[config.mk]
export PLATFORM = sky130hd
export DESIGN_NAME = dmem_bank
export DESIGN_NICKNAME = d
export VERILOG_FILES = /design/src/dmem_bank.sv
export VERILOG_INCLUDE_DIRS = /design/src
export SDC_FILE = /design/constraint.sdc
export NUM_CORES = 2
export LEC_CHECK = 0
export ABC_CLOCK_PERIOD_IN_PS = 2800
export BUFFER_PORTS_ARGS = -buffer_cell sky130_fd_sc_hd__buf_2
export CAP_MARGIN = 20
export CORE_UTILIZATION = 45
export CTS_CLUSTER_SIZE = 12
export DETAILED_ROUTE_END_ITERATION = 16
export HOLD_SLACK_MARGIN = 0.1
export PLACE_DENSITY_LB_ADDON = 0.12
export SYNTH_ARGS = -nofsm -noshare
export SYNTH_HDL_FRONTEND = slang
export SYNTH_SLANG_ARGS = --single-unit
[constraint.sdc]
create_clock -name clk -period 2.8 [get_ports clk]
set_clock_uncertainty 0.2 [all_clocks]
set_input_delay 0.28 -clock clk [delete_from_list [all_inputs] [get_ports clk]]
set_output_delay 0.28 -clock clk [all_outputs]
set_load 0.01 [all_outputs]
[src/exu_cfg.svh]
`ifndef EXU_CFG_SVH
`define EXU_CFG_SVH

// Data and address width of the core.
`define EXU_XLEN 32

// Data memory depth in words. Byte addresses at or above
// EXU_DMEM_WORDS * EXU_LANES are out of range.
`define EXU_DMEM_WORDS 256

// Byte lanes per word. This sets the bank count and the strobe width.
`define EXU_LANES 4

// Sequential pc step and the link value offset.
`define EXU_PC_INC 4

`endif

[src/dmem_bank.sv]
`timescale 1ns/1ps
`include "exu_cfg.svh"

module dmem_bank (
    input  logic                               clk,
    input  logic [$clog2(`EXU_DMEM_WORDS)-1:0] addr,
    input  logic                               we,
    input  logic [7:0]                         wdata,
    output logic [7:0]                         rdata
);

    logic [7:0] mem [`EXU_DMEM_WORDS];

    // The read port is registered and returns the old byte on a write.
    always_ff @(posedge clk) begin
        if (we) begin
            mem[addr] <= wdata;
        end
        rdata <= mem[addr];
    end

endmodule

==> impl_metrics.json <==
{
  "setup_viol": 0,
  "dieWidth_um": 420,
  "synth_cells": 3547,
  "drive_above_1_share_pct": 32.8,
  "clk_pin_slew_worst_paths_ps": 60,
  "dp_worst_setup_slack_ps": -961,
  "final_area_mm2": 0.0926,
  "worstHoldStart": "addr[2]",
  "critical_path_arrival_ps": 3140,
  "grt_max_degree": 105,
  "worstPathCellList": "mux4_2 -> a22oi_1 -> buf_4 -> a21oi_1 -> o41ai_2 -> buf_4 -> nand4_1",
  "final_hold_viol_count": 0,
  "max_slew_margin_pct": 45.7,
  "postSynthAreaPerCell_um2": 22.1,
  "worstPathRequired_ps": 3330,
  "reg2reg_from": "mem[94][3]",
  "fin_crit_ps": 2610,
  "yosysSeqAreaShare_pct": 78.6,
  "firstDrtPassIters": 5,
  "ir_drop_uv": 692,
  "place_congestion": 0.824,
  "grt_pass1_wl_um": 293000,
  "cp_max_fo": 1,
  "cp-start-kind": "flip-flop",
  "utilization_pct": 53.7,
  "via_count": 39168,
  "dpl_cell_area_mm2": 0.0862,
  "ys_ff_latch": 2056,
  "clk_latency_ps": 850,
  "p_int_mw": 49.5,
  "dpl.hpwl_um": 130000,
  "antenna_left": 0,
  "drt_iter0_markers": 4402,
  "hp-class": "primary input to flip-flop",
  "cp_top_family": "compound AO/OA/AOI/OAI gates",
  "gr-total-overflow": 0,
  "core_area_mm2": 0.172,
  "post_cts_buffers": 0,
  "finalNetCount": 4206,
  "crit_slowest_cell": "o41ai_2",
  "grt_pass1_vias": 40644,
  "power_mw": 62.9,
  "crit_top_cell": "buf_4",
  "htreeDepth": 4,
  "status": "finished clean",
  "area_delta_synth_final_pct": 17.9,
  "post-route-period-util_pct": 93.3,
  "vias_per_cell": 5.89,
  "cts_tree": "done",
  "start_util_pct": 45.5,
  "track_usage_pct": 23.6,
  "die_h_um": 420,
  "yosys_warnings": 0,
  "rsz0062_at_grt": "false",
  "slew_viol_final": 0,
  "synthTopCellsByArea": "edfxtp_1, mux4_2, a22oi_1",
  "pwr-share-clk_pct": 40.8,
  "clock_sinks": 2056,
  "yosys.area.top_type": "edfxtp_1",
  "root_buffer": "clkbuf_16",
  "path_buf_inv": 2,
  "max_freq_mhz": 383,
  "cp-end-kind": "flip-flop",
  "wire_per_inst_um": 30.6,
  "max-cap-violations": 0,
  "drt-total-wl_um": 204000,
  "drc": 0,
  "clk_path_buf_depth": 3,
  "antenna_found_initial": 9,
  "combPwrFrac_pct": 5.2,
  "yosys.area.top_type_share_pct": 78.3,
  "rows": 152,
  "p_leak_nw": 29.4,
  "fill_cells": 13166,
  "place.port_buffers": 25,
  "synth_nets": 3565,
  "ys_types": 22,
  "worst_pin_slew_ps": 815,
  "crit_type": "flip-flop to flip-flop",
  "die-area_mm2": 0.176,
  "numCtsBuffers": 208,
  "swShare_pct": 21.4,
  "powerDensity_mw_per_mm2": 680,
  "critPathMaxStageDelay_ps": 510,
  "power.switching_mw": 13.4,
  "seqPwrFrac_pct": 54.0,
  "fin_ws_ps": 188,
  "cp-startpoint": "mem[94][3]",
  "num_io_pins": 26,
  "netlist_area_mm2": 0.0785
}
==> cells by family (layout without fill, tap and decap cells) <==
| group | Yosys count | count (layout) | share of synthesized area [%] |
|---|---|---|---|
| flip-flops | 2056 | 2056 | 78.6 |
| AND/OR/NAND/NOR | 330 | 330 | 1.73 |
| buffers and inverters | 233 | 1024 | 1.40 |
| AO/OA/AOI/OAI | 416 | 416 | 3.62 |
| multiplexers | 512 | 512 | 14.7 |
| other | 0 | 3 | 0 |
==> layout make-up <==
class	count	area (µm²)	share of cell area (%)
diodes	3	7.51	0.00811
clock buffers	279	5530	5.98
clock inverters	81	664	0.718
inverters	1	3.75	0.00405
multi-input cells	1258	15800	17.1
flip-flops and latches	2056	61700	66.6
well taps	2310	2890	3.12
repair buffers	663	6020	6.50
==> path summary, 6_finish.rpt <==
| path | end | slack [ps] | cells past startpoint |
|---|---|---|---|
| worst max-delay path | rdata[3] | 190 | 7 |
| worst min-delay path | mem[149][1] | 190 | 4 |
| worst max register to register | rdata[3] | 190 | 7 |
| worst min register to register | rdata[2] | 870 | 6 |
==> Yosys cell counts, drive strengths merged <==
master,count
o41ai,32
and2,3
dfxtp,8
nand4,8
nor2b,7
nand3,13
or3,1
edfxtp,2048
clkbuf,145
mux4,512
nor3,30
nand2,28
a22oi,256
inv,1
or2,2
nor2,232
buf,87
nand2b,6
a21oi,128
==> stage by stage <==
step           setup TNS, ps  std cells  hold WS, ps
2_1_floorplan              0       3547          179
3_3_place_gp           -8280       6276          384
3_5_place_dp          -14330       6276          392
4_1_cts                    0       6648          130
5_1_grt                    0       6648          175
6_report                   0       6651          190
==> layout by cell type (no fill, tap or decap), types with 2 or more instances in the layout <==
cell / instances
edfxtp_1: 2048
buf_4: 548
mux4_2: 512
a22oi_1: 256
nor2_1: 231
clkbuf_16: 209
a21oi_1: 128
buf_12: 78
clkbuf_1: 66
clkinv_1: 45
nor3_1: 30
nand2_1: 28
o41ai_1: 28
clkinv_2: 15
buf_2: 15
nand3_1: 13
dlygate4sd3_1: 12
buf_8: 10
nand4_1: 8
dfxtp_1: 8
nand2b_1: 5
nor2b_1: 5
bufinv_16: 5
o41ai_2: 4
inv_6: 4
clkbuf_8: 4
inv_16: 4
diode_2: 3
clkinv_16: 3
clkinv_8: 3
nor2b_4: 2
or2_2: 2
and2_1: 2
==> per-layer routing <==
layer  track usage, %  part of all wire, %
met4             7.00                  2.9
met5                0                0.026
met3             5.07                  7.7
met1             32.6                   41
met2             37.7                   49
==> flip-flops by register name, indices dropped and copies added (netlist names) <==
name,count
mem,2048
rdata,8
==> worst min-delay path, cell delays in order <==
cell and delay, ps:
buf_2 170, nand2b_1 330, nor3_1 110, buf_4 180
==> power groups by stage <==
stage               registers, mW  logic [mW]  clock network, mW
floorplan                    34.6        1.51                  0
global placement             34.6        3.25                  0
detailed placement           34.6        3.31                  0
CTS                          34.0        3.34               26.1
global route                 33.9        3.48               27.3
finish                       34.0        3.28               25.7
==> what timing repair did <==
action	in CTS	in global routing
gates resized for setup	3	1
cloned	0	0
endpoints found under the setup margin	2	1
hold buffers	12	0
hold endpoints to repair	2016	0
pin swaps	0	0
Power figures use the tool's default switching activity.
