--- config.mk ---
export PLATFORM = sky130hd
export DESIGN_NAME = dmem_apb_slave_flat
export DESIGN_NICKNAME = d
export VERILOG_FILES = /design/src/apb_if.sv /design/src/dmem_apb_slave.sv /design/src/flat_wrapper.sv
export VERILOG_INCLUDE_DIRS = /design/src
export SDC_FILE = /design/constraint.sdc
export NUM_CORES = 1
export LEC_CHECK = 0
export ABC_AREA = 1
export BUFFER_PORTS_ARGS = -buffer_cell sky130_fd_sc_hd__buf_2
export CAP_MARGIN = 10
export CORE_AREA = 2 2 71 73
export CTS_CLUSTER_SIZE = 12
export DETAILED_ROUTE_END_ITERATION = 12
export DIE_AREA = 0 0 73 75
export PLACE_DENSITY = 0.64
export SLEW_MARGIN = 15
export SYNTH_ARGS = -nofsm -noshare
export SYNTH_HDL_FRONTEND = slang
export SYNTH_SLANG_ARGS = --single-unit
--- constraint.sdc ---
create_clock -name clk -period 0.95 [get_ports clk]
set_input_delay 0.095 -clock clk [delete_from_list [all_inputs] [get_ports clk]]
set_output_delay 0.095 -clock clk [all_outputs]
set_load 0.1 [all_outputs]
--- src/exu_cfg.svh ---
`ifndef EXU_CFG_SVH
`define EXU_CFG_SVH

// Data and address width of the core.
`define EXU_XLEN 32

// Data memory depth in words. Byte addresses at or above
// EXU_DMEM_WORDS * EXU_LANES are out of range.
`define EXU_DMEM_WORDS 256

// Byte lanes per word. This sets the bank count and the strobe width.
`define EXU_LANES 4

// Sequential pc step and the link value offset.
`define EXU_PC_INC 4

`endif

--- src/apb_if.sv ---
`timescale 1ns/1ps
`include "exu_cfg.svh"

interface apb_if;

    logic [`EXU_XLEN-1:0]  paddr;
    logic                  psel;
    logic                  penable;
    logic                  pwrite;
    logic [`EXU_XLEN-1:0]  pwdata;
    logic [`EXU_LANES-1:0] pstrb;
    logic [`EXU_XLEN-1:0]  prdata;
    logic                  pready;
    logic                  pslverr;

    modport master (
        output paddr, psel, penable, pwrite, pwdata, pstrb,
        input  prdata, pready, pslverr
    );

    modport slave (
        input  paddr, psel, penable, pwrite, pwdata, pstrb,
        output prdata, pready, pslverr
    );

endinterface

--- src/dmem_apb_slave.sv ---
`timescale 1ns/1ps
`include "exu_cfg.svh"

module dmem_apb_slave (
    input  logic                                 clk,
    input  logic                                 arst_n,
    apb_if.slave                                 apb,
    output logic [$clog2(`EXU_DMEM_WORDS)-1:0]   lane_addr,
    output logic [`EXU_LANES-1:0]                lane_we,
    output logic [`EXU_LANES-1:0][7:0]           lane_wdata,
    input  logic [`EXU_LANES-1:0][7:0]           lane_rdata
);

    localparam int AW   = $clog2(`EXU_DMEM_WORDS);
    localparam int OFFW = $clog2(`EXU_LANES);

    logic setup;
    logic in_range;

    assign setup    = apb.psel && !apb.penable;
    assign in_range = apb.paddr < `EXU_XLEN'(`EXU_DMEM_WORDS * `EXU_LANES);

    // The banks see the word index every cycle. What they latch at the
    // end of setup is what the access cycle returns.
    assign lane_addr  = apb.paddr[OFFW +: AW];
    assign lane_wdata = apb.pwdata;

    always_comb begin
        for (int i = 0; i < `EXU_LANES; i++) begin
            lane_we[i] = setup && apb.pwrite && in_range && apb.pstrb[i];
        end
    end

    // Every transfer completes in its first access cycle.
    always_ff @(posedge clk or negedge arst_n) begin
        if (!arst_n) begin
            apb.pready  <= 1'b0;
            apb.pslverr <= 1'b0;
        end else begin
            apb.pready  <= setup;
            apb.pslverr <= setup && !in_range;
        end
    end

    // An erroring read gives zero instead of whatever the banks hold.
    assign apb.prdata = apb.pslverr ? '0 : lane_rdata;

endmodule

--- src/flat_wrapper.sv ---
// flat-port wrapper written by rule: the top's interface ports become plain ports
module dmem_apb_slave_flat 
  (clk, arst_n, lane_addr, lane_we, lane_wdata, lane_rdata, apb_paddr, apb_psel, apb_penable, apb_pwrite, apb_pwdata, apb_pstrb, apb_prdata, apb_pready, apb_pslverr);
  apb_if apb_i ();
  input  logic clk;
  input  logic arst_n;
  output logic [$clog2(`EXU_DMEM_WORDS)-1:0] lane_addr;
  output logic [`EXU_LANES-1:0] lane_we;
  output logic [`EXU_LANES-1:0][7:0] lane_wdata;
  input  logic [`EXU_LANES-1:0][7:0] lane_rdata;
  input wire logic [$bits(apb_i.paddr)-1:0] apb_paddr;
  input wire logic [$bits(apb_i.psel)-1:0] apb_psel;
  input wire logic [$bits(apb_i.penable)-1:0] apb_penable;
  input wire logic [$bits(apb_i.pwrite)-1:0] apb_pwrite;
  input wire logic [$bits(apb_i.pwdata)-1:0] apb_pwdata;
  input wire logic [$bits(apb_i.pstrb)-1:0] apb_pstrb;
  output wire logic [$bits(apb_i.prdata)-1:0] apb_prdata;
  output wire logic [$bits(apb_i.pready)-1:0] apb_pready;
  output wire logic [$bits(apb_i.pslverr)-1:0] apb_pslverr;
  assign apb_i.paddr = apb_paddr;
  assign apb_i.psel = apb_psel;
  assign apb_i.penable = apb_penable;
  assign apb_i.pwrite = apb_pwrite;
  assign apb_i.pwdata = apb_pwdata;
  assign apb_i.pstrb = apb_pstrb;
  assign apb_prdata = apb_i.prdata;
  assign apb_pready = apb_i.pready;
  assign apb_pslverr = apb_i.pslverr;
  dmem_apb_slave u_core (.clk(clk), .arst_n(arst_n), .apb(apb_i), .lane_addr(lane_addr), .lane_we(lane_we), .lane_wdata(lane_wdata), .lane_rdata(lane_rdata));
endmodule
==> summary.txt <==
Cells and area
  – Filler cell count: 423
  – ANT cells: 0
  – Layout net count: between 300 and 400
  – Final instance area: between 2000 and 2500 um^2
  – Final std cells w/o fill: approximately 270
  – Share of cells above drive strength 1: 75.7%
  – Area growth from synthesis to layout: 173%

Synth
  – Cell count after synthesis: between 100 and 150
  – Post-synthesis xor/xnor area fraction: 0%
  – Yosys cell types: 11
  – Synth Area in Compound Gates: 0%
  – Register area share after synthesis: about 6.6%
  – Mux cell area share after synthesis: 0%
  – Avg Synthesized Cell Area: 5.28 um^2
  – Post-synth top area share: 39.7%
  – Ys async rst share: 100%
  – Leading area contributor after synthesis: buf_4
  – Yosys warning count: 0
  – Synth Area in Simple Gates: about a third
  – Largest cells by area after synthesis: buf_4 40%, nor2_1 24%, inv_1 19%
  – Largest family of logic cells by synthesized area: buffers and inverters
  – Ys flop type: dfrtp_1
  – Synth Cell Area: ~760 um^2
  – Top post-synthesis cells by count: 48 x nor2_1, 40 x buf_4, 38 x inv_1
  – Most common cell in the netlist: nor2_1
  – Net count after synthesis: ~250
  – Adder-cell share of the synthesized area: 0%
  – Post-synth EDFFs: 0
  – Yosys reg bits: 2

Placement
  – Post-DP HPWL: 2310 um
  – Routability congestion estimate: about 0.64
  – Placement Cell Area: just under 2000 um^2
  – Post-placement setup slack: -313 ps
  – Placed Cells: around 260
  – Buffers added on ports: 100

STA
  – Slew Viols, Final: 0
  – Final hold viol count: 0
  – Part of the cycle the worst path needs: 137%
  – Max Fclk: 767 MHz
  – Fin crit period: roughly 1300 ps
  – RSZ-0062 raised after global routing: true
  – Setup violators final: 37
  – Slew HR: between 80% and 90%
  – Slew @ Worst Pin: around 220 ps
  – Final setup margin: -353 ps

CTS
  – CTS root buffer: clkbuf_8
  – Total CTS buffers: 3
  – Clk buf depth: 2
  – CTS tree: yes
  – Clock slew at reported path FFs: around 30 ps
  – Htree depth: 1
  – Clock Sink Count: 2

Global routing
  – Largest net degree at the start of global routing: 15
  – Vias in the first global route: between 1000 and 1500
  – Gr usage total: under 10%
  – Initial antenna violation count: 0
  – First-pass GRT wire length: approximately 4200 um
  – GRT overflow: 0

Critical path
  – Crit Path Category: register to primary output
  – Startpoint Class: register
  – Delay-heaviest family, CP: flip-flops
  – Most frequent CP cell: buf_12
  – WP data arrival: roughly 1200 ps
  – Crit-path max cell delay: 510 ps
  – Crit. End Element: primary output
  – Slowest stage cell, crit path: dfrtp_4
  – Worst path bufs/invs: 2
  – CP required: approximately 850 ps
  – Worst-path maximum fanout: 14
  – Worst path cell trace: buf_12 > nor2_4 > buf_12

Drt
  – Post-route DRC: 0
  – Vias per cell: roughly 3.7
  – Final ANT Viol Nets: 0
  – 1st-iter DRT viols: 19
  – Pre-antenna DRT Iters: 4
  – Vias: 995
  – Final wirelength: ~2500 um
  – Routed wire per std cell: between 9 and 10 um

Run
  – Max-cap violations: 0

Floorplanning
  – I/O pins: approximately 180
  – Die area: 5480 um^2
  – Die H: 75 um
  – Row Count: 25
  – Initial core utilization: between 10% and 20%
  – Die width: roughly 73 um
  – Core Box Area: ~4700 um^2

Power and ir drop
  – Total power: roughly 2.0 mW
  – Leakage power total: roughly 1.1 nW
  – VDD IR max: 0.359 mV
  – PD cells: between 900 and 1000 nW/um^2

Min path
  – Tightest Hold Check Type: primary input to register

Run status
  – Status: finished, violations left
  – Violated checks: setup timing
layout by cell type (no fill, tap or decap), types with 2 or more instances in the layout:
master	instances
buf_12	40
buf_2	60
buf_4	8
buf_6	2
clkbuf_8	3
inv_1	38
nand2_1	5
nor2_1	7
nor2_2	4
nor2_4	39
through the flow:
stage               hold WS [ps]  TNS (ps)  utilization, %
CTS                          155    -12660            43.6
floorplan                   -201    -17530               -
detailed placement          -118     -5380            41.9
finish                       160    -11920            44.3
global placement            -119     -5190            41.9
global route                 169    -13630            44.3
cell families (layout without fill, tap and decap cells):
group / Yosys count / in the layout
and+or+nand+nor: 60 / 60
buffers and inverters: 81 / 152
DFF: 2 / 2
sequential cells by signal, summed over array words and instances, names as in the netlist:
signal and count:
u_core.apb.pslverr 1, u_core.apb.pready 1
power breakdown:
part / internal, mW / leakage [nW] / switching [mW]
Combinational: 0.575 / 1.01 / 0.971
Clock: 0.268 / 0.0216 / 0.0670
Sequential: 0.0922 / 0.0230 / 0.00695
Total: 0.935 / 1.06 / 1.04
what timing repair did:
item / CTS / global route
hold buffers: 1 / 0
endpoints found under the hold margin: 2 / 0
setup endpoints to repair: 37 / 37
pin swaps: 3 / 8
resized for setup: 4 / 7
buffers inserted: 1 / 1
final timing paths:
| check | start | to | slack (ps) | cells after the start |
|---|---|---|---|---|
| min in group asynchronous | arst_n | u_core.apb.pslverr | 220 | 2 |
| setup / recovery | u_core.apb.pslverr | apb_prdata[3] | -350 | 3 |
| hold / removal | apb_penable | u_core.apb.pready | 160 | 3 |
| max in group asynchronous | arst_n | u_core.apb.pslverr | 630 | 2 |
metal layers:
layer	up-vias	global-route usage [%]	routed length [um]
met2	91	15.8	1250
met1	406	8.82	786
li1	494	-	-
met4	0	4.32	20
met3	4	7.23	477
met5	-	0	0
worst min-delay path: stages:
cell	delay [ps]
buf_2	90
buf_4	100
nor2_1	40
area by class of cell:
cell class,instances,area (um^2),share of cell area [%]
clock buffers,3,41.3,2.00
inverters,38,143,6.91
multi-input cells,60,563,27.3
flip-flops and latches,2,55.1,2.67
well taps,54,67.6,3.27
repair buffers,111,1190,57.9
Power figures use the tool's default switching activity.
