<file path="src/exu_cfg.svh">
`ifndef EXU_CFG_SVH
`define EXU_CFG_SVH

// Data and address width of the core.
`define EXU_XLEN 32

// Data memory depth in words. Byte addresses at or above
// EXU_DMEM_WORDS * EXU_LANES are out of range.
`define EXU_DMEM_WORDS 256

// Byte lanes per word. This sets the bank count and the strobe width.
`define EXU_LANES 4

// Sequential pc step and the link value offset.
`define EXU_PC_INC 4

`endif

</file>
<file path="src/exu_pkg.sv">
package exu_pkg;

    // ALU function select.
    typedef enum logic [3:0] {
        ALU_ADD,
        ALU_SUB,
        ALU_SLL,
        ALU_SLT,
        ALU_SLTU,
        ALU_XOR,
        ALU_SRL,
        ALU_SRA,
        ALU_OR,
        ALU_AND,
        ALU_PASS_B
    } alu_fn_e;

    typedef enum logic [1:0] {
        SRC_A_ZERO,
        SRC_A_PC,
        SRC_A_RS1
    } src_a_e;

    typedef enum logic [1:0] {
        SRC_B_IMM,
        SRC_B_RS2,
        SRC_B_FOUR
    } src_b_e;

    // MEM_NONE marks an instruction that does not touch the data memory.
    typedef enum logic [1:0] {
        MEM_NONE,
        MEM_BYTE,
        MEM_HALF,
        MEM_WORD
    } mem_size_e;

    typedef enum logic [1:0] {
        PC_SEQ,
        PC_BRANCH,
        PC_JAL,
        PC_JALR
    } pc_sel_e;

    typedef enum logic [2:0] {
        BR_EQ,
        BR_NE,
        BR_LT,
        BR_GE,
        BR_LTU,
        BR_GEU
    } br_cond_e;

    // One decoded instruction as handed over by the decoder.
    typedef struct packed {
        alu_fn_e   alu_fn;
        src_a_e    src_a;
        src_b_e    src_b;
        mem_size_e mem_size;
        logic      mem_store;
        logic      mem_signed;
        pc_sel_e   pc_sel;
        br_cond_e  br_cond;
        logic      link;
        logic      ebreak;
    } exu_op_t;

endpackage

</file>
<file path="src/apb_if.sv">
`timescale 1ns/1ps
`include "exu_cfg.svh"

interface apb_if;

    logic [`EXU_XLEN-1:0]  paddr;
    logic                  psel;
    logic                  penable;
    logic                  pwrite;
    logic [`EXU_XLEN-1:0]  pwdata;
    logic [`EXU_LANES-1:0] pstrb;
    logic [`EXU_XLEN-1:0]  prdata;
    logic                  pready;
    logic                  pslverr;

    modport master (
        output paddr, psel, penable, pwrite, pwdata, pstrb,
        input  prdata, pready, pslverr
    );

    modport slave (
        input  paddr, psel, penable, pwrite, pwdata, pstrb,
        output prdata, pready, pslverr
    );

endinterface

</file>
<file path="src/exu_alu.sv">
`timescale 1ns/1ps
`include "exu_cfg.svh"

module exu_alu (
    input  exu_pkg::alu_fn_e     fn,
    input  exu_pkg::br_cond_e    cond,
    input  logic [`EXU_XLEN-1:0] a,
    input  logic [`EXU_XLEN-1:0] b,
    output logic [`EXU_XLEN-1:0] res,
    output logic                 taken
);

    logic [4:0] shamt;
    logic       lt_s;
    logic       lt_u;

    // RV32I shifts only look at the low five bits of the amount.
    assign shamt = b[4:0];
    assign lt_s  = $signed(a) < $signed(b);
    assign lt_u  = a < b;

    always_comb begin
        case (fn)
            exu_pkg::ALU_ADD:    res = a + b;
            exu_pkg::ALU_SUB:    res = a - b;
            exu_pkg::ALU_SLL:    res = a << shamt;
            exu_pkg::ALU_SLT:    res = {{(`EXU_XLEN-1){1'b0}}, lt_s};
            exu_pkg::ALU_SLTU:   res = {{(`EXU_XLEN-1){1'b0}}, lt_u};
            exu_pkg::ALU_XOR:    res = a ^ b;
            exu_pkg::ALU_SRL:    res = a >> shamt;
            exu_pkg::ALU_SRA:    res = $unsigned($signed(a) >>> shamt);
            exu_pkg::ALU_OR:     res = a | b;
            exu_pkg::ALU_AND:    res = a & b;
            exu_pkg::ALU_PASS_B: res = b;
            default:             res = '0;
        endcase
    end

    // The branch compare runs beside the main function, so a branch
    // can use rs1 and rs2 while the ALU result goes unused.
    always_comb begin
        case (cond)
            exu_pkg::BR_EQ:  taken = a == b;
            exu_pkg::BR_NE:  taken = a != b;
            exu_pkg::BR_LT:  taken = lt_s;
            exu_pkg::BR_GE:  taken = !lt_s;
            exu_pkg::BR_LTU: taken = lt_u;
            exu_pkg::BR_GEU: taken = !lt_u;
            default:         taken = 1'b0;
        endcase
    end

endmodule

</file>
<file path="src/exu_lsu.sv">
`timescale 1ns/1ps
`include "exu_cfg.svh"

module exu_lsu (
    input  logic                  clk,
    input  logic                  arst_n,
    input  logic                  start,
    input  logic [`EXU_XLEN-1:0]  addr,
    input  logic [`EXU_XLEN-1:0]  wdata,
    input  exu_pkg::mem_size_e    size,
    input  logic                  store,
    input  logic                  signed_ld,
    output logic                  done,
    output logic [`EXU_XLEN-1:0]  ldata,
    output logic                  err,
    apb_if.master                 apb
);

    typedef enum logic [1:0] {L_IDLE, L_SETUP, L_ACCESS} lsu_state_e;

    lsu_state_e            state;
    exu_pkg::mem_size_e    size_q;
    logic                  signed_q;
    logic [`EXU_LANES-1:0] strb_base;
    logic [`EXU_XLEN-1:0]  rshift;

    assign apb.psel    = state != L_IDLE;
    assign apb.penable = state == L_ACCESS;

    always_comb begin
        case (size)
            exu_pkg::MEM_BYTE: strb_base = `EXU_LANES'(4'b0001);
            exu_pkg::MEM_HALF: strb_base = `EXU_LANES'(4'b0011);
            exu_pkg::MEM_WORD: strb_base = `EXU_LANES'(4'b1111);
            default:           strb_base = '0;
        endcase
    end

    always_ff @(posedge clk or negedge arst_n) begin
        if (!arst_n) begin
            state      <= L_IDLE;
            apb.pwrite <= 1'b0;
        end else begin
            case (state)
                L_IDLE: begin
                    if (start) begin
                        state      <= L_SETUP;
                        apb.pwrite <= store;
                    end
                end
                L_SETUP: state <= L_ACCESS;
                L_ACCESS: begin
                    if (apb.pready) begin
                        state <= L_IDLE;
                    end
                end
                default: state <= L_IDLE;
            endcase
        end
    end

    // Store data moves into the addressed lane. Reads carry no strobes.
    always_ff @(posedge clk) begin
        if (state == L_IDLE && start) begin
            apb.paddr  <= addr;
            apb.pwdata <= wdata << {addr[1:0], 3'b000};
            apb.pstrb  <= store ? strb_base << addr[1:0] : '0;
            size_q     <= size;
            signed_q   <= signed_ld;
        end
    end

    // Load data is taken straight off the bus in the access cycle.
    assign rshift = apb.prdata >> {apb.paddr[1:0], 3'b000};

    always_comb begin
        case (size_q)
            exu_pkg::MEM_BYTE:
                ldata = {{(`EXU_XLEN-8){signed_q & rshift[7]}}, rshift[7:0]};
            exu_pkg::MEM_HALF:
                ldata = {{(`EXU_XLEN-16){signed_q & rshift[15]}}, rshift[15:0]};
            default:
                ldata = apb.prdata;
        endcase
    end

    assign done = (state == L_ACCESS) && apb.pready;
    assign err  = apb.pslverr;

endmodule

</file>
<file path="src/exu_core.sv">
`timescale 1ns/1ps
`include "exu_cfg.svh"

module exu_core (
    input  logic                 clk,
    input  logic                 arst_n,
    input  logic                 in_valid,
    output logic                 in_ready,
    input  exu_pkg::exu_op_t     op,
    input  logic [`EXU_XLEN-1:0] rs1_d,
    input  logic [`EXU_XLEN-1:0] rs2_d,
    input  logic [`EXU_XLEN-1:0] imm,
    input  logic [`EXU_XLEN-1:0] pc,
    output logic                 out_valid,
    output logic [`EXU_XLEN-1:0] rd_d,
    output logic [`EXU_XLEN-1:0] dnpc,
    output logic                 mem_err,
    output logic                 halted,
    output logic [`EXU_XLEN-1:0] halt_code,
    apb_if.master                apb
);

    typedef enum logic [1:0] {S_IDLE, S_EXEC, S_MEM} state_e;

    state_e               state;
    exu_pkg::exu_op_t     op_q;
    logic [`EXU_XLEN-1:0] rs1_q;
    logic [`EXU_XLEN-1:0] rs2_q;
    logic [`EXU_XLEN-1:0] imm_q;
    logic [`EXU_XLEN-1:0] pc_q;
    logic [`EXU_XLEN-1:0] alu_a;
    logic [`EXU_XLEN-1:0] alu_b;
    logic [`EXU_XLEN-1:0] alu_res;
    logic                 alu_taken;
    logic [`EXU_XLEN-1:0] seq_pc;
    logic [`EXU_XLEN-1:0] tgt_pc;
    logic [`EXU_XLEN-1:0] dnpc_nxt;
    logic [`EXU_XLEN-1:0] rd_nxt;
    logic                 lsu_done;
    logic [`EXU_XLEN-1:0] lsu_ldata;
    logic                 lsu_err;
    logic                 accept;
    logic                 is_mem;
    logic                 emit;

    assign accept = in_valid && in_ready;
    assign is_mem = op_q.mem_size != exu_pkg::MEM_NONE;
    assign emit   = ((state == S_EXEC) && !is_mem) || ((state == S_MEM) && lsu_done);

    always_comb begin
        case (op_q.src_a)
            exu_pkg::SRC_A_PC:  alu_a = pc_q;
            exu_pkg::SRC_A_RS1: alu_a = rs1_q;
            default:            alu_a = '0;
        endcase
        case (op_q.src_b)
            exu_pkg::SRC_B_RS2:  alu_b = rs2_q;
            exu_pkg::SRC_B_FOUR: alu_b = `EXU_XLEN'(`EXU_PC_INC);
            default:             alu_b = imm_q;
        endcase
    end

    exu_alu i_alu (
        .fn    (op_q.alu_fn),
        .cond  (op_q.br_cond),
        .a     (alu_a),
        .b     (alu_b),
        .res   (alu_res),
        .taken (alu_taken)
    );

    // Loads and stores take their address from the ALU, rs1 plus imm.
    exu_lsu i_lsu (
        .clk       (clk),
        .arst_n    (arst_n),
        .start     ((state == S_EXEC) && is_mem),
        .addr      (alu_res),
        .wdata     (rs2_q),
        .size      (op_q.mem_size),
        .store     (op_q.mem_store),
        .signed_ld (op_q.mem_signed),
        .done      (lsu_done),
        .ldata     (lsu_ldata),
        .err       (lsu_err),
        .apb       (apb)
    );

    // One adder serves every jump target. jalr starts from rs1, the rest from pc.
    assign seq_pc = pc_q + `EXU_XLEN'(`EXU_PC_INC);
    assign tgt_pc = ((op_q.pc_sel == exu_pkg::PC_JALR) ? rs1_q : pc_q) + imm_q;

    always_comb begin
        case (op_q.pc_sel)
            exu_pkg::PC_BRANCH: dnpc_nxt = alu_taken ? tgt_pc : seq_pc;
            exu_pkg::PC_JAL:    dnpc_nxt = tgt_pc;
            exu_pkg::PC_JALR:   dnpc_nxt = {tgt_pc[`EXU_XLEN-1:1], 1'b0};
            default:            dnpc_nxt = seq_pc;
        endcase
    end

    always_comb begin
        if (op_q.link) begin
            rd_nxt = seq_pc;
        end else if (is_mem && !op_q.mem_store) begin
            rd_nxt = lsu_ldata;
        end else begin
            rd_nxt = alu_res;
        end
    end

    always_ff @(posedge clk or negedge arst_n) begin
        if (!arst_n) begin
            state     <= S_IDLE;
            in_ready  <= 1'b0;
            out_valid <= 1'b0;
            halted    <= 1'b0;
        end else begin
            out_valid <= emit;
            case (state)
                S_IDLE: begin
                    if (accept) begin
                        state    <= S_EXEC;
                        in_ready <= 1'b0;
                    end else begin
                        in_ready <= !halted;
                    end
                end
                S_EXEC: begin
                    if (is_mem) begin
                        state <= S_MEM;
                    end else begin
                        // An ebreak result closes the input for good.
                        state    <= S_IDLE;
                        in_ready <= !op_q.ebreak;
                        if (op_q.ebreak) begin
                            halted <= 1'b1;
                        end
                    end
                end
                S_MEM: begin
                    if (lsu_done) begin
                        state    <= S_IDLE;
                        in_ready <= 1'b1;
                    end
                end
                default: state <= S_IDLE;
            endcase
        end
    end

    always_ff @(posedge clk) begin
        if (accept) begin
            op_q  <= op;
            rs1_q <= rs1_d;
            rs2_q <= rs2_d;
            imm_q <= imm;
            pc_q  <= pc;
        end
        if (emit) begin
            rd_d    <= rd_nxt;
            dnpc    <= dnpc_nxt;
            mem_err <= (state == S_MEM) && lsu_err;
        end
        if (emit && op_q.ebreak) begin
            halt_code <= rs1_q;
        end
    end

endmodule

</file>
<file path="src/flat_wrapper.sv">
// flat-port wrapper written by rule: the top's interface ports become plain ports
module exu_core_flat 
  (clk, arst_n, in_valid, in_ready, op, rs1_d, rs2_d, imm, pc, out_valid, rd_d, dnpc, mem_err, halted, halt_code, apb_paddr, apb_psel, apb_penable, apb_pwrite, apb_pwdata, apb_pstrb, apb_prdata, apb_pready, apb_pslverr);
  apb_if apb_i ();
  input  logic clk;
  input  logic arst_n;
  input  logic in_valid;
  output logic in_ready;
  input  exu_pkg::exu_op_t op;
  input  logic [`EXU_XLEN-1:0] rs1_d;
  input  logic [`EXU_XLEN-1:0] rs2_d;
  input  logic [`EXU_XLEN-1:0] imm;
  input  logic [`EXU_XLEN-1:0] pc;
  output logic out_valid;
  output logic [`EXU_XLEN-1:0] rd_d;
  output logic [`EXU_XLEN-1:0] dnpc;
  output logic mem_err;
  output logic halted;
  output logic [`EXU_XLEN-1:0] halt_code;
  output wire logic [$bits(apb_i.paddr)-1:0] apb_paddr;
  output wire logic [$bits(apb_i.psel)-1:0] apb_psel;
  output wire logic [$bits(apb_i.penable)-1:0] apb_penable;
  output wire logic [$bits(apb_i.pwrite)-1:0] apb_pwrite;
  output wire logic [$bits(apb_i.pwdata)-1:0] apb_pwdata;
  output wire logic [$bits(apb_i.pstrb)-1:0] apb_pstrb;
  input wire logic [$bits(apb_i.prdata)-1:0] apb_prdata;
  input wire logic [$bits(apb_i.pready)-1:0] apb_pready;
  input wire logic [$bits(apb_i.pslverr)-1:0] apb_pslverr;
  assign apb_paddr = apb_i.paddr;
  assign apb_psel = apb_i.psel;
  assign apb_penable = apb_i.penable;
  assign apb_pwrite = apb_i.pwrite;
  assign apb_pwdata = apb_i.pwdata;
  assign apb_pstrb = apb_i.pstrb;
  assign apb_i.prdata = apb_prdata;
  assign apb_i.pready = apb_pready;
  assign apb_i.pslverr = apb_pslverr;
  exu_core u_core (.clk(clk), .arst_n(arst_n), .in_valid(in_valid), .in_ready(in_ready), .op(op), .rs1_d(rs1_d), .rs2_d(rs2_d), .imm(imm), .pc(pc), .out_valid(out_valid), .rd_d(rd_d), .dnpc(dnpc), .mem_err(mem_err), .halted(halted), .halt_code(halt_code), .apb(apb_i));
endmodule
</file>
<file path="config.mk">
export PLATFORM = sky130hd
export DESIGN_NAME = exu_core_flat
export DESIGN_NICKNAME = d
export VERILOG_FILES = /design/src/exu_pkg.sv /design/src/apb_if.sv /design/src/exu_alu.sv /design/src/exu_lsu.sv /design/src/exu_core.sv /design/src/flat_wrapper.sv
export VERILOG_INCLUDE_DIRS = /design/src
export SDC_FILE = /design/constraint.sdc
export NUM_CORES = 1
export LEC_CHECK = 0
export BUFFER_PORTS_ARGS = -buffer_cell sky130_fd_sc_hd__buf_2
export CORE_ASPECT_RATIO = 1.25
export CORE_UTILIZATION = 35
export CTS_CLUSTER_DIAMETER = 100
export CTS_CLUSTER_SIZE = 8
export DETAILED_ROUTE_END_ITERATION = 16
export GPL_TIMING_DRIVEN = 0
export SYNTH_ARGS = -nofsm -noshare
export SYNTH_HDL_FRONTEND = slang
export SYNTH_HIERARCHICAL = 1
export SYNTH_SLANG_ARGS = --single-unit
</file>
<file path="constraint.sdc">
create_clock -name clk -period 7 [get_ports clk]
set_input_delay 1.4 -clock clk [delete_from_list [all_inputs] [get_ports clk]]
set_output_delay 1.4 -clock clk [all_outputs]
set_load 0.02 [all_outputs]
</file>
==> results of run 1 <==
## cell usage after synthesis, drive strengths merged, types with 34 or more instances
library cell	count
ha	148
nor2	292
xor2	35
nor3	37
nor2b	49
a22oi	47
mux2	72
buf	71
o21ai	178
nand3	49
edfxtp	315
inv	130
nand2	252
a21o	34
mux2i	90
a21oi	215
clkbuf	114
## layout make-up
class / instances / area (sq um)
antenna: 2 / 5.00
buffer: 183 / 885
clock buffer: 59 / 1260
clock inverter: 1 / 7.51
fill: 7224 / 41300
inverter: 130 / 497
multi-input combinational: 2033 / 14200
sequential: 323 / 9660
tap: 943 / 1180
timing repair buffer: 366 / 1930
## registers in the layout, summed over array words and instances (netlist names), 4 cells and up
name / count
u_core/rd_d: 32
u_core/pc_q: 32
u_core/i_lsu/apb.paddr: 32
u_core/i_lsu/apb.pstrb: 4
u_core/rs2_q: 32
u_core/rs1_q: 32
u_core/dnpc: 32
u_core/halt_code: 32
u_core/op_q: 19
u_core/imm_q: 32
u_core/i_lsu/apb.pwdata: 32
## power breakdown
| group | leakage, nW | internal (W) | switching [W] |
|---|---|---|---|
| Sequential | 3.03 | 0.00275 | 0.000334 |
| Combinational | 8.02 | 0.00213 | 0.00494 |
| Clock | 0.616 | 0.00124 | 0.000812 |
## worst max-delay path: stages, from the launching register on
cell,delay (ps)
edfxtp_1,430
inv_1,80
ha_1,220
clkbuf_1,170
nor2b_1,240
clkbuf_2,290
a22o_1,330
buf_6,180
buf_6,180
buf_4,240
inv_1,370
ha_1,510
nor3_1,300
o31ai_1,190
o21ai_0,580
o21bai_1,270
a21boi_0,190
o2bb2ai_1,150
o21ai_1,690
o2111ai_1,430
mux2_2,430
nor2_1,90
a21oi_1,40
## stage by stage
step / cells / power (W)
5_1_grt: 4040 / 0.0126
3_5_place_dp: 3975 / 0.00989
3_3_place_gp: 3967 / 0.00996
2_1_floorplan: 2671 / 0.00710
4_1_cts: 4035 / 0.0120
6_report: 4040 / 0.0122
## cell families after synthesis
logic type               count (synthesis)
XOR/XNOR                                66
AO/OA/AOI/OAI                          823
multiplexers                           191
AND/OR/NAND/NOR                        802
buffers and inverters                  315
flip-flops                             323
adder cells (fa/ha/maj)                151
## worst max-delay path by stage
| stage | slack [ps] | end | from |
|---|---|---|---|
| floorplan | 1580 | u_core/dnpc[10] | u_core/op_q[12] |
| global placement | -1540 | u_core/i_lsu/apb.pwdata[16] | u_core/op_q[11] |
| detailed placement | -1060 | u_core/dnpc[0] | u_core/op_q[11] |
| CTS | 0.4 | u_core/dnpc[22] | u_core/op_q[13] |
| global route | -4 | u_core/rd_d[11] | u_core/op_q[11] |
| finish | 90 | u_core/rd_d[11] | u_core/op_q[11] |
## routing by layer
metal	share of wire, %	vias to the layer above	track usage, %	wire (microns)
li1	-	10800	-	-
met1	38	12300	42.9	51600
met4	8.3	4	26.3	11400
met2	47	1402	60.4	63700
met3	7.4	379	6.38	10100
met5	0.024	-	0	33
## layout by cell type (no fill, tap or decap), types with 15 or more instances in the layout
cell type	count
o211ai_1	24
nand2b_1	20
mux4_2	29
clkbuf_16	49
o21a_1	17
inv_1	126
o22ai_1	22
and2_1	22
mux2_2	72
buf_4	18
clkbuf_1	111
buf_1	15
ha_1	147
nand3_1	49
edfxtp_1	315
o21ai_0	153
xor2_1	35
mux2i_1	89
nor2b_1	49
o21ai_1	19
a21oi_1	212
nand2_1	251
buf_2	384
a211oi_1	29
xnor2_1	31
a22o_1	31
nor2_1	282
nor3_1	33
a221oi_1	17
nand4_1	18
a211o_1	21
a22oi_1	47
o21bai_1	19
a221o_1	28
o221ai_1	18
a21o_1	34
## timing repair
| item | in CTS | in global routing |
|---|---|---|
| setup endpoints to repair | 93 | 64 |
| gates resized for setup | 11 | 22 |
| hold buffers | 0 | 0 |
| pin swaps | 2 | 0 |
| hold endpoints to repair | 0 | 0 |
| setup buffers | 2 | 3 |
==> summary.md, run 1 <==
| Metric | Value |
|---|---|
| Outcome | finished, final reports clean |
| Ys Warns | 6 |
| Gate Count Post-Synth | 2671 |
| Min-Delay Endpoint | u_core/i_lsu/signed_q |
| Vias per cell | 6.15 |
| CP endpoint kind | register |
| Gr usage total | between 30% and 40% |
| Post-Synth Adder-Cell Area | 7.60% |
| RSZ-0062 raised after global routing | yes |
| Vias in the first global route | 24200 |
| FF-to-FF End | u_core/rd_d[11] |
| Post-synth EDFFs | 315 |
| First-pass GRT wire length | 188 mm |
| Clock transition at the registers of the reported paths | 60 ps |
| Post-synthesis async set-or-reset flop share | 2.48% |
| Hold WS | 435 ps |
| Chip Width | 242 microns |
| Sink Count | 323 |
| Via count | 24800 |
| Min Tclk post-route | just under 7000 ps |
| CP Max Fanout | 10 |
| Initial drt markers | 2759 |
| Share of layout cells above drive strength 1 | between 20% and 30% |
| Top_reg_cell synth | edfxtp_1 |
| I/O pin count | 355 |
| Post-Route Skew | 22.5 ps |
| Die Ht | 302 microns |
| Startpoint Class | register |
| Critical Path AT | 7230 ps |
| Compound-gate portion of the synthesized area | roughly 22% |
| R2r startpoint | u_core/op_q[11] |
| Root Driver | clkbuf_16 |
| Pwr dens | about 410 mW/mm^2 |
| DP HPWL | 112 mm |
| Routed WL | 137 mm |
| Largest family of logic cells by synthesized area | compound AO/OA/AOI/OAI gates |
| Post-synthesis xor/xnor area fraction | under 10% |
| Largest net degree at the start of global routing | 76 |
| Initial antenna violation count | 5 |
| Num CTS Buffers | 46 |
| CP Class | register to register |
| Final Worst Setup Slack | 85.0 ps |
| Reg-to-reg slack, setup | about 85 ps |
| Mapped cell area | between 0.02 and 0.03 sq mm |
| Final #Nets | 3418 |
| P_leak | approximately 12 nW |
| Hold_sp | u_core/op_q[7] |
| First-pass detailed-route iteration total | 6 |
| Final Max Slew Viols | 0 |
| # DRC | 0 |
| Yosys top cell area share | 37.6% |
| Final hold viol count | 0 |
| Post-route cell area | 0.0296 sq mm |
| Relative slew slack | 4.12% |
| Simple-gate share of the synthesized area | 14.5% |
| R2R depth | 22 |
| Seq cells post-synth | between 300 and 400 |
| Hold depth | 0 |
| CTS tree | done |
| Post-placement setup slack | -1060 ps |
| Area Growth Syn to Fin | 17.7% |
| Synth area leaders | edfxtp_1, ha_1, nor2_1 |
| Count of cell types in the netlist | roughly 110 |
| Net Count, Synth | 3006 |
| Yosys top cell by area | edfxtp_1 |
| Min-Delay Path Class | register to register |
| Peak supply drop | 0.332 mV |
| GP Congestion | approximately 1.1 |
| Final TNS setup | 0 ps |
| Routed Antenna Nets | 0 |
| Seq/Total Area, Yosys | 38.4% |
| Fmax | approximately 140 MHz |
| Placed instance area | between 0.02 and 0.03 sq mm |
| # setup viols final | 0 |
| Htree depth | 2 |
| Num rows | 109 |
| Mux cell area share after synthesis | 9.45% |
| Initial core utilization | 35.5% |
| Worst Tran Pin Value | 1420 ps |
| Syn Area/Cell | between 9 and 10 sq um |
| Die ar. | 0.0730 sq mm |
| Max Cap Viol | 0 |
| Port-buffer cells | 353 |
| Final period util | between 90 and 100% |
| Core area | 0.0709 sq mm |
| Wire length per cell | 33.9 microns |
| Clock Latency Late Sink | 590 ps |
| Finished Core Util | 41.8% |
| GRT overflow | 0 |
| Clk buf depth | 3 |
| CP required | between 7000 and 8000 ps |
No activity file was read; power rests on OpenSTA's default activity.
==> inputs of run 2 (changes only) <==
Settings changed: SYNTH_HIERARCHICAL 1 to unset.
==> summary.md, run 2 <==
| Metric | Value |
|---|---|
| # setup viols final | 1 (+1) |
| Syn Area/Cell | 9.49 sq um (+0.69%) |
| Initial antenna violation count | 14 (+9) |
| Seq cells post-synth | 323 (unchanged) |
| Startpoint Class | register |
| Clock Latency Late Sink | 600 ps (about the same) |
| Relative slew slack | 5.80% (+1.7 points) |
| Root Driver | clkbuf_16 |
| Crit path launch | u_core.op_q[12] |
| Yosys top cell by area | edfxtp_1 |
| Final Worst Setup Slack | -16.9 ps (-102 ps) |
| Num CTS Buffers | 47 (+2.2%) |
| Port-buffer cells | 354 (+0.28%) |
| Initial core utilization | 35.6% (+0.082 points) |
| Max Cap Viol | 0 (unchanged) |
| First-pass detailed-route iteration total | 5 (-1) |
| Die Ht | 297 microns (-1.6%) |
| Most frequent cells in the layout | buf_2, edfxtp_1, nor2_1 |
| GRT overflow | 0 (unchanged) |
| RSZ-0062 raised after global routing | no |
| Post-synth EDFFs | 315 (unchanged) |
| Area Growth Syn to Fin | 18.6% |
| Htree depth | 2 (unchanged) |
| Pwr dens | 416 mW/mm^2 (+1.0%) |
| DP HPWL | 110 mm (-1.8%) |
| Worst Tran Pin Value | 1380 ps (-42.9 ps) |
| P_leak | 10.9 nW (-6.6%) |
| Net Count, Synth | 2896 (-3.7%) |
| Synth area leaders | edfxtp_1, ha_1, mux2i_1 |
| Count of cell types in the netlist | 88 (-19%) |
| Die ar. | 0.0707 sq mm (-3.1%) |
| Num rows | 107 (-1.8%) |
| Ys Warns | 0 (-6) |
| Via count | 25000 (+0.55%) |
| Wire length per cell | 34.4 microns (+1.6%) |
| Routed WL | 135 mm (-1.2%) |
| CP endpoint kind | register |
| Routed Antenna Nets | 0 (unchanged) |
| Critical Path AT | 7310 ps (+80 ps) |
| Mapped cell area | 0.0244 sq mm (-3.1%) |
| Vias in the first global route | 23900 (-1.3%) |
| Min-Delay Path Class | register to register |
| Hold WS | 419 ps (-15.9 ps) |
| Post-synthesis async set-or-reset flop share | 2.48% (unchanged) |
| Min Tclk post-route | 7020 ps (+102 ps) |
| Final period util | 100% (+1.5 points) |
| Top_reg_cell synth | edfxtp_1 |
| Post-Route Skew | 29.5 ps (+6.95 ps) |
| Seq/Total Area, Yosys | 39.6% (+1.2 points) |
| Clk buf depth | 3 (unchanged) |
| Failing checks | setup timing |
| Vias per cell | 6.36 (+3.4%) |
| CP Class | register to register |
| Gate Count Post-Synth | 2570 (-3.8%) |
| CTS tree | done |
| Fmax | 143 MHz (-1.5%) |
| Hold_sp | u_core.op_q[7] |
| CP required | 7300 ps (-20 ps) |
| Share of layout cells above drive strength 1 | 17.7% (-3.4 points) |
| R2r startpoint | u_core.op_q[12] |
| Post-synth top cells | edfxtp_1, nor2_1, a21oi_1, o21ai_0, mux2i_1 |
| Chip Width | 238 microns (-1.6%) |
| # DRC | 0 (unchanged) |
| Count leader, synth | edfxtp_1 |
| First-pass GRT wire length | 185 mm (-1.3%) |
| CP Max Fanout | 10 (unchanged) |
| GP Congestion | 1.10 (+1.8%) |
| Clock transition at the registers of the reported paths | 60 ps (about the same) |
| Largest net degree at the start of global routing | 97 (+28%) |
| Sink Count | 323 (unchanged) |
| I/O pin count | 355 (unchanged) |
| Final hold viol count | 0 (unchanged) |
| Core area | 0.0685 sq mm (-3.3%) |
| Cts hold-fix bufs | 0 (unchanged) |
| Peak supply drop | 0.383 mV (+15%) |
| Yosys top cell area share | 38.8% (+1.2 points) |
| Final #Nets | 3301 (-3.4%) |
| Commonest non-fill, non-tap cell in the layout | buf_2 |
| Final Max Slew Viols | 0 (unchanged) |
| Post-placement setup slack | -1720 ps (-662 ps) |
| Initial drt markers | 3057 (+11%) |
| Gr usage total | 37.1% (+0.65 points) |
| Outcome | complete, but fails checks |
-- run 2: cell count changes after synthesis, sizes merged, moves of 22 or more --
cell	delta
a211oi	+47
a21oi	-27
a221o	-22
mux2	-33
mux2i	+54
mux4	-25
nand2	-109
nand3	+27
nor2	-89
o211ai	+55
-- run 2: worst paths after layout --
path / end / slack, ps / cells after the start
max in group asynchronous: u_core.i_lsu.apb.pwrite / 6170 / 1
hold / removal: u_core.i_lsu.signed_q / 420 / 0
hold reg to reg: u_core.i_lsu.signed_q / 420 / 0
setup / recovery: u_core.rd_d[9] / -20 / 18
min in group asynchronous: u_core.i_lsu.state[1] / 660 / 1
setup reg to reg: u_core.rd_d[9] / -20 / 18
-- run 2: power breakdown --
group / internal, W / switching [W] / total, W / leakage (nW)
Clock: 0.00127 / 0.000849 / 0.00212 / 0.648
Sequential: 0.00275 / 0.000333 / 0.00309 / 3.03
Combinational: 0.00195 / 0.00488 / 0.00683 / 7.21
Total: 0.00598 / 0.00606 / 0.0120 / 10.9
-- run 2: per-stage QoR --
step	TNS, ps	cell area (sq um)	util, %	total power, W	std cells
finish	-16.9	28900	42.2	0.0120	3928
global route	0	28900	42.2	0.0124	3921
CTS	-10.6	28800	42.1	0.0118	3919
detailed placement	-115410	27400	40.0	0.00962	3855
global placement	-133290	27300	39.8	0.00974	3850
floorplan	0	24400	-	0.00693	2570
-- run 2: layout make-up --
type	count	area, sq um
clock inverters	5	92.6
clock buffers	61	1250
plain buffers	171	739
fillers	7019	39600
diodes	10	25.0
inverters	122	463
multi-input cells	1951	13700
well taps	926	1160
flip-flops and latches	323	9660
repair buffers	359	1870
-- run 2: kinds of logic (layout without fill, tap and decap cells) --
kind of cell,after synthesis,in the layout,synth area share (%)
compound gates,926,926,25.3
xor+xnor,64,64,2.30
fa+ha+maj,142,142,7.38
buf+inv,296,718,4.91
flops,323,323,39.6
mux,187,187,8.08
other cells,0,10,0
simple gates,632,632,12.4
-- run 2: critical path: stages, from the launching register on --
cell and delay (ps):
edfxtp_1 410, ha_1 280, buf_2 190, nor2b_1 230
a22oi_2 240, clkinv_1 290, clkbuf_1 630, clkbuf_1 700
clkbuf_1 590, ha_1 350, inv_1 70, a21oi_1 260
a211oi_1 150, o31ai_1 580, o211ai_1 140, o21ai_1 390
o211ai_1 630, a211oi_1 450, a21oi_1 100
-- run 2: repair_timing --
item	in CTS	in global routing
gates cloned	0	0
resized for setup	14	16
buffers inserted	0	0
endpoints found under the setup margin	117	37
-- run 2: metal layers --
metal	GRT usage, %	routed length (microns)	up-vias
li1	-	-	10700
met1	44.3	49800	12300
met2	59.0	61100	1526
met3	6.34	11300	425
met4	29.5	12900	2
met5	0	9	-
